--- src/include/semcoDemod_consts.svh ---
`ifndef SEMCODEMOD_CONSTS_SVH
`define SEMCODEMOD_CONSTS_SVH

//**************************************************************************
// Datapath widths
//**************************************************************************

// Offset binary word from the ADC
`define ADC_WIDTH       14
// Signed sample shared with the demodulator
`define SAMPLE_WIDTH    18
// Offset binary word to each DAC
`define DAC_WIDTH       14

//**************************************************************************
// Wishbone register space
//**************************************************************************

`define WB_ADDR_WIDTH   8
`define WB_DATA_WIDTH   32

// Byte offsets, word aligned
`define REG_VERSION     8'h00
`define REG_CONTROL     8'h04
`define REG_STATUS      8'h08

`define VERSION_NUMBER  16'd454

// Values after reset
`define CONTROL_RESET   16'h0000
`define DAC_MIDSCALE    14'h2000

`endif

--- src/verilog/semcoPkg.sv ---
`default_nettype none

`include "semcoDemod_consts.svh"

package semcoPkg;

    // Symbol source for a clock and data output channel
    typedef enum logic [3:0] {
        srcLegacyI     = 4'd0,
        srcLegacyQ     = 4'd1,
        srcPcmTrellis  = 4'd2,
        srcDualDecoder = 4'd4,
        srcCh1Decoder  = 4'd5
    } symbolSource_e;

    // Sample source for a DAC
    typedef enum logic [3:0] {
        dacSrcDemod     = 4'd0,
        dacSrcFmTrellis = 4'd1
    } dacSource_e;

    // Wishbone classic request, master to slave
    typedef struct packed {
        logic                          cyc;
        logic                          stb;
        logic                          we;
        logic [3:0]                    sel;
        logic [`WB_ADDR_WIDTH-1:0]     adr;
        logic [`WB_DATA_WIDTH-1:0]     dat;
    } wbReq_t;

    // Wishbone classic response
    typedef struct packed {
        logic                          ack;
        logic [`WB_DATA_WIDTH-1:0]     dat;
    } wbRsp_t;

    // One strobe and one bit for every symbol source
    typedef struct packed {
        logic iSymEn;
        logic iBit;
        logic qSymEn;
        logic qBit;
        logic trellisSymEn;
        logic trellisBit;
        logic dualSymEn;
        logic dualBitI;
        logic ch1DecSymEn;
        logic ch1DecBit;
    } symbolStreams_t;

    typedef struct packed {
        logic signed [`SAMPLE_WIDTH-1:0] data;
        logic                            clkEn;
    } dacSample_t;

    // Same layout as the CONTROL register, ch0Source in bits 3:0
    typedef struct packed {
        dacSource_e    dac1Source;
        dacSource_e    dac0Source;
        symbolSource_e ch1Source;
        symbolSource_e ch0Source;
    } topControl_t;

endpackage

`default_nettype wire

--- src/verilog/wbRegisterBank.sv ---
`timescale 1ns/10ps
`default_nettype none

`include "semcoDemod_consts.svh"

module wbRegisterBank import semcoPkg::*; (
    input  wire logic   clk,
    input  wire logic   reset,
    input  wire wbReq_t wbReq,
    output wbRsp_t      wbRsp,
    input  wire logic   timingLock,
    input  wire logic   carrierLock,
    output topControl_t control
);

    logic                          ack;
    logic                          request;
    logic                          writeStrobe;
    logic [`WB_ADDR_WIDTH-1:0]     wordOffset;
    logic [`WB_DATA_WIDTH-1:0]     readMux;
    logic [`WB_DATA_WIDTH-1:0]     rdData;
    logic [$bits(topControl_t)-1:0] controlReg;

    //**************************************************************************
    // Handshake
    //**************************************************************************

    // A request already being acknowledged is not seen again,
    // so back-to-back cycles still get one-cycle acks
    assign request     = wbReq.cyc & wbReq.stb & ~ack;
    assign writeStrobe = request & wbReq.we;

    // Byte lanes within the word are selected by sel
    assign wordOffset = {wbReq.adr[`WB_ADDR_WIDTH-1:2], 2'b00};

    always_ff @(posedge clk) begin
        if (reset) begin
            ack <= 1'b0;
        end
        else begin
            ack <= request;
        end
    end

    //**************************************************************************
    // Read path
    //**************************************************************************
    always_comb begin
        case (wordOffset)
            `REG_VERSION: begin
                readMux = `WB_DATA_WIDTH'(`VERSION_NUMBER);
            end
            `REG_CONTROL: begin
                readMux = `WB_DATA_WIDTH'(controlReg);
            end
            `REG_STATUS: begin
                readMux = `WB_DATA_WIDTH'({carrierLock, timingLock});
            end
            // Unmapped reads return zero
            default: begin
                readMux = '0;
            end
        endcase
    end

    // Captured with the request, held through the ack cycle
    always_ff @(posedge clk) begin
        if (request) begin
            rdData <= readMux;
        end
    end

    //**************************************************************************
    // Control register
    //**************************************************************************
    always_ff @(posedge clk) begin
        if (reset) begin
            controlReg <= `CONTROL_RESET;
        end
        else if (writeStrobe && (wordOffset == `REG_CONTROL)) begin
            if (wbReq.sel[0]) begin
                controlReg[7:0] <= wbReq.dat[7:0];
            end
            if (wbReq.sel[1]) begin
                controlReg[15:8] <= wbReq.dat[15:8];
            end
        end
    end

    // Field layout matches topControl_t
    assign control = topControl_t'(controlReg);

    assign wbRsp.ack = ack;
    assign wbRsp.dat = rdData;

endmodule

`default_nettype wire

--- src/verilog/dataConverterPort.sv ---
`timescale 1ns/10ps
`default_nettype none

`include "semcoDemod_consts.svh"

module dataConverterPort import semcoPkg::*; (
    input  wire logic                             clk,
    input  wire logic                             reset,
    input  wire logic        [`ADC_WIDTH-1:0]     adc0,
    output logic signed      [`SAMPLE_WIDTH-1:0]  adcSample,
    input  wire dacSource_e                       dac0Source,
    input  wire dacSource_e                       dac1Source,
    input  wire dacSample_t                       demodDac0,
    input  wire dacSample_t                       demodDac1,
    input  wire dacSample_t                       trellisDac0,
    input  wire dacSample_t                       trellisDac1,
    output logic             [`DAC_WIDTH-1:0]     dac0Data,
    output logic             [`DAC_WIDTH-1:0]     dac1Data
);

    // Anything other than the trellis select falls back to demod
    function automatic logic signed [`SAMPLE_WIDTH-1:0] pickSample(
        input dacSource_e src,
        input dacSample_t demod,
        input dacSample_t trellis
    );
        case (src)
            dacSrcFmTrellis: return trellis.data;
            default:         return demod.data;
        endcase
    endfunction

    // Two's complement to offset binary, top DAC_WIDTH bits
    function automatic logic [`DAC_WIDTH-1:0] toOffsetBinary(
        input logic signed [`SAMPLE_WIDTH-1:0] sample
    );
        return {~sample[`SAMPLE_WIDTH-1], sample[`SAMPLE_WIDTH-2 -: `DAC_WIDTH-1]};
    endfunction

    logic             [`ADC_WIDTH-1:0]    adcReg;
    logic signed      [`SAMPLE_WIDTH-1:0] dac0Sample;
    logic signed      [`SAMPLE_WIDTH-1:0] dac1Sample;

    //**************************************************************************
    // ADC reclock
    //**************************************************************************
    always_ff @(posedge clk) begin
        adcReg <= adc0;
    end

    // Flip the MSB for two's complement, then scale up by 16
    always_ff @(posedge clk) begin
        if (reset) begin
            adcSample <= '0;
        end
        else begin
            adcSample <= {~adcReg[`ADC_WIDTH-1], adcReg[`ADC_WIDTH-2:0],
                          {(`SAMPLE_WIDTH-`ADC_WIDTH){1'b0}}};
        end
    end

    //**************************************************************************
    // DAC source select and formatting
    //**************************************************************************
    always_ff @(posedge clk) begin
        dac0Sample <= pickSample(dac0Source, demodDac0, trellisDac0);
        dac1Sample <= pickSample(dac1Source, demodDac1, trellisDac1);
    end

    // Outputs park at midscale during reset
    always_ff @(posedge clk) begin
        if (reset) begin
            dac0Data <= `DAC_MIDSCALE;
            dac1Data <= `DAC_MIDSCALE;
        end
        else begin
            dac0Data <= toOffsetBinary(dac0Sample);
            dac1Data <= toOffsetBinary(dac1Sample);
        end
    end

endmodule

`default_nettype wire

--- src/verilog/clockDataChannel.sv ---
`timescale 1ns/10ps
`default_nettype none

module clockDataChannel import semcoPkg::*; (
    input  wire logic           clk,
    input  wire logic           reset,
    input  wire symbolSource_e  source,
    input  wire symbolStreams_t symbols,
    output logic                chClk,
    output logic                chData
);

    logic selSymEn;
    logic selBit;

    //**************************************************************************
    // Source select
    //**************************************************************************
    always_comb begin
        case (source)
            srcLegacyQ: begin
                selSymEn = symbols.qSymEn;
                selBit   = symbols.qBit;
            end
            srcPcmTrellis: begin
                selSymEn = symbols.trellisSymEn;
                selBit   = symbols.trellisBit;
            end
            srcDualDecoder: begin
                selSymEn = symbols.dualSymEn;
                selBit   = symbols.dualBitI;
            end
            srcCh1Decoder: begin
                selSymEn = symbols.ch1DecSymEn;
                selBit   = symbols.ch1DecBit;
            end
            // srcLegacyI and any unused code
            default: begin
                selSymEn = symbols.iSymEn;
                selBit   = symbols.iBit;
            end
        endcase
    end

    //**************************************************************************
    // Output clock pulse and data bit
    //**************************************************************************

    // One-cycle clock pulse per symbol
    always_ff @(posedge clk) begin
        if (reset) begin
            chClk <= 1'b0;
        end
        else begin
            chClk <= selSymEn;
        end
    end

    // Data changes together with the clock pulse and holds between symbols
    always_ff @(posedge clk) begin
        if (reset) begin
            chData <= 1'b0;
        end
        else if (selSymEn) begin
            chData <= selBit;
        end
    end

endmodule

`default_nettype wire

--- src/verilog/semcoDemodTop.sv ---
`timescale 1ns/10ps
`default_nettype none

`include "semcoDemod_consts.svh"

module semcoDemodTop import semcoPkg::*; (
    input  wire logic                             clk,
    input  wire logic                             reset,

    // Wishbone slave port
    input  wire wbReq_t                           wbReq,
    output wbRsp_t                                wbRsp,

    // ADC in, reclocked sample out to the demodulator
    input  wire logic        [`ADC_WIDTH-1:0]     adc0,
    output logic signed      [`SAMPLE_WIDTH-1:0]  adcSample,

    // Results from the DSP blocks
    input  wire symbolStreams_t                   symbols,
    input  wire dacSample_t                       demodDac0,
    input  wire dacSample_t                       demodDac1,
    input  wire dacSample_t                       trellisDac0,
    input  wire dacSample_t                       trellisDac1,
    input  wire logic                             timingLock,
    input  wire logic                             carrierLock,

    // DAC data
    output logic             [`DAC_WIDTH-1:0]     dac0Data,
    output logic             [`DAC_WIDTH-1:0]     dac1Data,

    // Clock and data outputs
    output logic                                  ch0Clk,
    output logic                                  ch0Data,
    output logic                                  ch1Clk,
    output logic                                  ch1Data,

    // Lock LEDs, active low
    output logic                                  lockLed0n,
    output logic                                  lockLed1n
);

    topControl_t control;

    //**************************************************************************
    // Register bank
    //**************************************************************************
    wbRegisterBank regBank (
        .clk        (clk),
        .reset      (reset),
        .wbReq      (wbReq),
        .wbRsp      (wbRsp),
        .timingLock (timingLock),
        .carrierLock(carrierLock),
        .control    (control)
    );

    //**************************************************************************
    // ADC and DAC formatting
    //**************************************************************************
    dataConverterPort converterPort (
        .clk        (clk),
        .reset      (reset),
        .adc0       (adc0),
        .adcSample  (adcSample),
        .dac0Source (control.dac0Source),
        .dac1Source (control.dac1Source),
        .demodDac0  (demodDac0),
        .demodDac1  (demodDac1),
        .trellisDac0(trellisDac0),
        .trellisDac1(trellisDac1),
        .dac0Data   (dac0Data),
        .dac1Data   (dac1Data)
    );

    //**************************************************************************
    // Clock and data channels
    //**************************************************************************
    clockDataChannel ch0Output (
        .clk    (clk),
        .reset  (reset),
        .source (control.ch0Source),
        .symbols(symbols),
        .chClk  (ch0Clk),
        .chData (ch0Data)
    );

    clockDataChannel ch1Output (
        .clk    (clk),
        .reset  (reset),
        .source (control.ch1Source),
        .symbols(symbols),
        .chClk  (ch1Clk),
        .chData (ch1Data)
    );

    // LEDs light when locked
    assign lockLed0n = ~timingLock;
    assign lockLed1n = ~carrierLock;

endmodule

`default_nettype wire

--- config.mk ---
export PLATFORM = sky130hd
export DESIGN_NAME = semcoDemodTop
export DESIGN_NICKNAME = d
export VERILOG_FILES = /design/src/verilog/semcoPkg.sv /design/src/verilog/wbRegisterBank.sv /design/src/verilog/dataConverterPort.sv /design/src/verilog/clockDataChannel.sv /design/src/verilog/semcoDemodTop.sv
export VERILOG_INCLUDE_DIRS = /design/src /design/src/include
export SDC_FILE = /design/constraint.sdc
export NUM_CORES = 1
export LEC_CHECK = 0
export BUFFER_PORTS_ARGS = -buffer_cell sky130_fd_sc_hd__buf_2
export CAP_MARGIN = 20
export CELL_PAD_IN_SITES_DETAIL_PLACEMENT = 1
export CELL_PAD_IN_SITES_GLOBAL_PLACEMENT = 1
export CORE_MARGIN = 4
export CORE_UTILIZATION = 36
export CTS_CLUSTER_DIAMETER = 60
export DETAILED_ROUTE_END_ITERATION = 16
export PLACE_DENSITY = 0.89
export SLEW_MARGIN = 15
export SYNTH_ARGS = -nofsm -noshare
export SYNTH_HDL_FRONTEND = slang
export SYNTH_HIERARCHICAL = 1
export SYNTH_SLANG_ARGS = --single-unit
--- constraint.sdc ---
create_clock -name clk -period 4.2 [get_ports clk]
set_input_delay 0.84 -clock clk [delete_from_list [all_inputs] [get_ports clk]]
set_output_delay 0.84 -clock clk [all_outputs]
set_load 0.02 [all_outputs]
**Word level (Yosys, flattened, before mapping)**

Cells that the tools add are included.

- Flip-flop bits (word level): 149
- Bits in latches: 0
- Memory bits (writable): 0
- ROM bits: 0
- Bits of input ports: 151
- Output and inout bits: 85
- Word-level logic and storage cells: 47
- Memories kept: 0

- Add/sub/neg operators: 0
- Multiply operators: 0
- Div/mod/pow operators: 0
- Magnitude comparators: 0
- Eq/ne operators: 12
- Shifts and indexed selects: 0
- Multiplexer cells: 7
- Bitwise logic cells: 9
- Reductions and logical operators: 4

Operator list:

| cell | number |
|---|---|
| case mux 16 bit (3 select lines) | 1 |
| two-way mux 18 bit | 2 |
| equality test 4 x 1 -> 1 bit, second input constant | 4 |
| equality test 4 x 3 -> 1 bit, second input constant | 4 |
| case mux 1 bit (4 select lines) | 4 |
| equality test 4 x 2 -> 1 bit, second input constant | 2 |
| zero test 8 bit | 1 |
| equality test 6 x 1 -> 1 bit, second input constant | 1 |
| equality test 6 x 2 -> 1 bit, second input constant | 1 |
| inverter 1 bit | 6 |
| AND reduction 2 bit | 2 |
| bitwise AND 1 bit | 3 |
| logical AND 1 bit | 1 |

**Longest topological paths before layout**

Gate-level depths: netlist of run 1.

- Word-level depth: 5
- Mapped depth: 5
- Depth with buffers taken out: 4

**Hierarchy**

Netlist of run 1, hierarchy kept.

By module, submodules not included:

| module | times used | cells each | area an instance (µm²) | seq. area each (µm²) |
|---|---|---|---|---|
| dataConverterPort | 1 | 167 | 2376.0 | 1681.6 |
| wbRegisterBank | 1 | 139 | 1567.8 | 820.8 |
| clockDataChannel | 2 | 26 | 226.5 | 40.0 |
| semcoDemodTop | 1 | 2 | 7.5 | 0.0 |

**Worst setup path after synthesis of run 1**

No wires, ideal clock.

- Kind: input to register
- Start: in wbReq[39] in the netlist's numbering
- End: reg regBank.controlReg[0], in the netlist regBank/control[0]
- Library setup time: 0.072 ns
- Arrival time: 2.289 ns
- Required time: 4.128 ns
- Path slack: 1.839 ns
- Cell stages on the path: 4
- Path buffers: 1
- Path through: or4_4 buf_6 nor4_4 mux2i_1

- Word-level cells in the longest chain between the ends: 3

Ends and longest elaborated chain:

| element | RTL line | source |
|---|---|---|
| from (decl) | semcoDemodTop.sv:11 | `input wire wbReq_t wbReq,` |
| equality test 6 x 1 -> 1 bit (no source line) | -- |  |
| logical AND 1 bit | wbRegisterBank.sv:80 | `` else if (writeStrobe && (wordOffset == `REG_CONTROL)) begin `` |
| AND reduction 2 bit (no source line) | -- |  |
| to (signal assigned) | wbRegisterBank.sv:78 | `` controlReg <= `CONTROL_RESET; `` |
| to (signal assigned) | wbRegisterBank.sv:82 | `controlReg[7:0] <= wbReq.dat[7:0];` |
| to (decl) | wbRegisterBank.sv:22 | `logic [$bits(topControl_t)-1:0] controlReg;` |

Every way passes these cells.
A chain may end at the register's enable or synchronous reset.

**Worst setup path in the final report of run 1**

- Start: in wbReq[39] in the netlist's numbering
- End: reg regBank.controlReg[6], in the netlist regBank/control[6]

The elaborated chain is that of the path after synthesis.

==> run metrics, run 1 <==
total length of routed wires=10470 um; commonest non-fill, non-tap cell in the layout=buf_2; first-pass GRT wire length=17040 um; vias in the first global route=3486; Synth Area in Adders=0; post-route antenna net violation count=0; simple-gate share of the synthesized area=0.1932; DP Wirelength=8015 um; switching share of power=0.2452; post-CTS setup buffers=0; total of max-cap violations=0; total negative slack=0 ps; Clock Pin Slew Worst Setup and Hold Paths=60 ps; io pins=236; Layout area overhead=32.98%; outcome=complete, no violations; Vias per Instance=4.479; part of the power in the clock network=0.494; Synth Cell Area=4404 um^2; WS Path Type=in2reg; Tightest Pin Transition=1050 ps; DRT iter0 DRCs=78; Cell Pwr Density=487.0 nW/um^2; mux cell area share after synthesis=0.1125; Cell Rows=40; Via Count=3126; compound-gate portion of the synthesized area=0.03636; Root Buffer=clkbuf_16; H-tree depth=4; Sw Pwr=0.0006994 W; CP max stage cell=nor4_4; commonest cells after routing, fill and taps aside=buf_2, dfxtp_1, nor2b_1; initial antenna violation count=2; #FFs+latches synth=121; Worst slew margin=0.2968; Post-synth ARST share=0; LEAKAGE=2.588 nW; hold depth=1; largest net degree at the start of global routing=46; post-cts resize count=0; Synth Area in XOR/XNOR=0; Critical Path Max Stage Delay=740 ps; largest family of logic cells by synthesized area=simple AND/OR/NAND/NOR gates; synth warn=6; GRT Overall Usage=0.1513; Worst Path Arrival=2550 ps; Initial Util=0.3667; hold endpoint=converterPort/dac0Data[13]; share of post-route cells with drive strength above 1=0.4374; final hold violation count=0; register share of total power=0.433; Die Footprint=14070 um^2; maximum vdd drop=0.2422 mV; DRT Pass-1 Iters=4; hold_ws=381.6 ps; Setup Viol. Count Final=0; worst endpoint required time=4530 ps; IO Port Bufs=175; die width=118.6 um; clock skew=12.53 ps; highest clock rate=451.0 MHz; Post-synth EDFFs=16; CTS tree=yes; # nets final=689; CTS buffer count=17; reg2reg start=regBank/control[13]; register area share after synthesis=0.5864; Hold Crit Start=converterPort/dac0Sample[17]; RSZ-0062 raised after global routing=false; Yosys cell types=33; Final Cycle Share=0.5279; Synth Flop Type=dfxtp_1; Reg-to-Reg End=converterPort/dac1Sample[6]; clk sinks=121; Startpoint Class=input pin; critical-path maximum fanout=8; Internal=0.002153 W; delay-heaviest family, CP=simple AND/OR/NAND/NOR gates; FF-to-FF path depth=2; Synth Instances=360; WL/cell=15.00 um; Buf/Inv on CP=1; Slew Limit Fails=0; critical-path cell list=buf_2 -> or4_4 -> nor4_4 -> mux2i_1; DRC viols=0; CTS Hold Bufs=0; Antenna Diode Count=0; Worst-Skew Late Latency=400 ps; fin crit period=2217 ps; total grt overflow=0; Mapped Avg Cell Area=12.23 um^2; Worst setup EP type=register; R2R Setup Slk=2390 ps; GPL Wtd Cong=0.7321; Min-Delay Path Class=reg2reg; combinational share of power=0.073; core area=12010 um^2; CTS Buffer Depth=2; chip height=118.6 um
==> through the flow <==
stage	total power [W]	worst slack [ps]	area, um^2	cells	util
finish	0.002853	1983	5857	698	0.4876
detailed placement	0.001473	1561	5276	666	0.4393
floorplan	0.001386	1839	4472	378	-
global placement	0.001462	1615	5276	666	0.4393
global route	0.002968	1904	5857	698	0.4876
CTS	0.002895	1974	5857	698	0.4876
==> cell type report <==
| cell class | instances | area, um^2 |
|---|---|---|
| fill | 1326 | 6155 |
| clock inverter | 15 | 155.1 |
| tap | 147 | 183.9 |
| clock buffer | 17 | 425.4 |
| sequential | 121 | 2582 |
| timing repair buffer | 176 | 883.3 |
| multi-input combinational | 210 | 1582 |
| inverter | 12 | 45.04 |
==> flip-flops by register name, indices dropped and copies added, names as in the netlist <==
register	count
converterPort/dac1Sample	14
converterPort/dac0Data	14
ch1Output/chClk	1
converterPort/adcReg	14
regBank/ack	1
ch1Output/chData	1
converterPort/adcSample	14
converterPort/dac1Data	14
converterPort/dac0Sample	14
ch0Output/chClk	1
regBank/control	16
regBank/rdData	16
ch0Output/chData	1
==> logic make-up (layout without fill, tap and decap cells) <==
kind of cell           Yosys count  after routing
flip-flops                     121            121
multiplexers                    46             46
AND/OR/NAND/NOR                123            123
AO/OA/AOI/OAI                   21             21
buffers and inverters           47            220
other                            2             20
==> synthesized netlist by cell type (3+ instances only) <==
| master | count | area share |
|---|---|---|
| mux2i_1 | 18 | 0.041 |
| nand3b_1 | 3 | 0.0051 |
| clkbuf_1 | 7 | 0.0060 |
| mux2_2 | 28 | 0.072 |
| dfxtp_1 | 105 | 0.48 |
| nor2b_1 | 43 | 0.061 |
| nand2b_1 | 36 | 0.051 |
| nor3_1 | 4 | 0.0045 |
| inv_1 | 12 | 0.010 |
| nor2_1 | 5 | 0.0043 |
| buf_6 | 7 | 0.018 |
| or4bb_1 | 4 | 0.010 |
| a21oi_1 | 6 | 0.0068 |
| and2_1 | 12 | 0.017 |
| edfxtp_1 | 16 | 0.11 |
| buf_4 | 21 | 0.036 |
| nand2_1 | 4 | 0.0034 |
==> metal layers <==
metal | vias to the layer above | wire length, um | GRT usage
met5 | - | 27 | 0
met4 | 4 | 60 | 0.04779
met3 | 10 | 821 | 0.06220
met2 | 118 | 5545 | 0.2767
met1 | 1469 | 4015 | 0.1563
li1 | 1525 | - | -
==> power by group through the flow <==
stage	combinational [W]	sequential (W)	clock [W]
2_1_floorplan	0.0000871	0.00130	0
3_3_place_gp	0.000203	0.00126	0
3_5_place_dp	0.000211	0.00126	0
4_1_cts	0.000212	0.00124	0.00145
5_1_grt	0.000227	0.00124	0.00150
6_report	0.000208	0.00124	0.00141
==> worst max-delay path by stage <==
stage	from	endpoint	slack [ps]	cells after the start
after global routing	wbReq[39]	regBank/control[4]	1900	4
after floorplan	wbReq[39]	regBank/control[0]	1840	4
after CTS	wbReq[39]	regBank/control[11]	1970	4
after global placement	wbReq[39]	regBank/control[2]	1620	4
final	wbReq[39]	regBank/control[6]	1980	4
after detailed placement	wbReq[39]	regBank/control[6]	1560	4
Note: power is estimated with default switching activity, not from simulation.
==> run 2: changes to the inputs <==
--- a/config.mk
+++ b/config.mk
@@ -11,10 +11,10 @@
 export CELL_PAD_IN_SITES_DETAIL_PLACEMENT = 1
 export CELL_PAD_IN_SITES_GLOBAL_PLACEMENT = 1
 export CORE_MARGIN = 4
-export CORE_UTILIZATION = 36
+export CORE_UTILIZATION = 30
 export CTS_CLUSTER_DIAMETER = 60
 export DETAILED_ROUTE_END_ITERATION = 16
-export PLACE_DENSITY = 0.89
+export PLACE_DENSITY = 0.8
 export SLEW_MARGIN = 15
 export SYNTH_ARGS = -nofsm -noshare
 export SYNTH_HDL_FRONTEND = slang
==> constraint.sdc (replaced) <==
create_clock -name clk -period 1.8 [get_ports clk]
set_input_delay 0.36 -clock clk [delete_from_list [all_inputs] [get_ports clk]]
set_output_delay 0.36 -clock clk [all_outputs]
set_load 0.02 [all_outputs]
==> run metrics, run 2 (synthesized netlist as in run 1, its figures left out) <==
fin crit period=1601 ps; io pins=236; # nets final=699; RSZ-0062 raised after global routing=false; CTS Buffer Depth=2; Layout area overhead=36.82%; clk sinks=121; total grt overflow=0; Worst Path Arrival=1890 ps; critical-path cell list=nor4bb_1 -> a311o_1 -> o22a_1 -> o221a_1; delay-heaviest family, CP=compound AO/OA/AOI/OAI gates; Slew Limit Fails=0; placed cell count=713; CP max stage cell=dfxtp_1; highest clock rate=624.5 MHz; GRT Overall Usage=0.1310; Power, Total=0.006739 W; CTS tree=yes; dpl ws=81.55 ps; post-cts resize count=0; share of post-route cells with drive strength above 1=0.4474; core area=14480 um^2; first-pass GRT wire length=16850 um; Worst setup EP type=register; Critical Path Max Stage Delay=550 ps; vias in the first global route=3419; LEAKAGE=2.658 nW; WL/cell=14.58 um; Setup Viol. Count Final=0; Via Count=3159; maximum vdd drop=0.5331 mV; Initial Util=0.3042; Antenna Diode Count=0; IO Port Bufs=175; DRT iter0 DRCs=151; outcome=complete, no violations; commonest non-fill, non-tap cell in the layout=buf_2; Worst-Skew Late Latency=410 ps; placed cell area=5435 um^2; Final Cycle Share=0.8895; chip height=129.2 um; commonest cells after routing, fill and taps aside=buf_2, dfxtp_1, nor2b_1; final instance area=6026 um^2; Non-Filler Instances=745; post-route antenna net violation count=0; total negative slack=0 ps; initial antenna violation count=0; post-CTS setup buffers=0; Clock Pin Slew Worst Setup and Hold Paths=60 ps; Die Footprint=16680 um^2; largest net degree at the start of global routing=78; Setup WS post-layout=198.8 ps; Buf/Inv on CP=0; H-tree depth=4; Vias per Instance=4.240; final hold violation count=0; clock skew=6.953 ps; Cell Pwr Density=1118 nW/um^2; DRC viols=0; total of max-cap violations=0; Startpoint Class=register; worst endpoint required time=2090 ps; Min-Delay Path Class=in2reg; fillers=1623; GPL Wtd Cong=0.7383; critical-path maximum fanout=11; die width=129.2 um; CTS buffer count=17; CTS Hold Bufs=0; Cell Rows=44; WS Path Type=reg2reg; total length of routed wires=10860 um; DRT Pass-1 Iters=4; DP Wirelength=8005 um; Root Buffer=clkbuf_16
run 2: final timing paths:
check,from,endpoint,slack [ps],cells after the start
worst min register to register,converterPort/dac1Sample[17],converterPort/dac1Data[13],370,1
worst max-delay path,regBank/control[2],ch0Output/chData,200,4
worst min-delay path,adc0[1],converterPort/adcReg[1],50,1
worst max register to register,regBank/control[2],ch0Output/chData,200,4
run 2: through the flow:
step,util,hold WS (ps)
2_1_floorplan,-,355.9
3_3_place_gp,0.3754,358.1
6_report,0.4162,47.77
3_5_place_dp,0.3754,368.9
5_1_grt,0.4162,19.21
4_1_cts,0.4162,20.10
run 2: power breakdown:
part           switching, W  internal, W
Combinational      0.000276     0.000215
Clock               0.00124      0.00212
Sequential        0.0000287      0.00286
Total               0.00155      0.00519
run 2: layout make-up:
class | instances | area, um^2 | share of cell area
Timing Repair Buffer | 186 | 996.0 | 0.1653
Clock inverter | 13 | 137.6 | 0.02284
Inverter | 12 | 45.04 | 0.007475
Tap cell | 184 | 230.2 | 0.03821
Sequential cell | 121 | 2582 | 0.4286
Clock buffer | 19 | 452.9 | 0.07517
Multi-Input combinational cell | 210 | 1582 | 0.2625
run 2: per-layer routing:
| metal | wire length (um) | GRT usage |
|---|---|---|
| met1 | 4069 | 0.1379 |
| met2 | 5616 | 0.2262 |
| met3 | 934 | 0.05647 |
| met4 | 241 | 0.06053 |
| met5 | 0 | 0 |
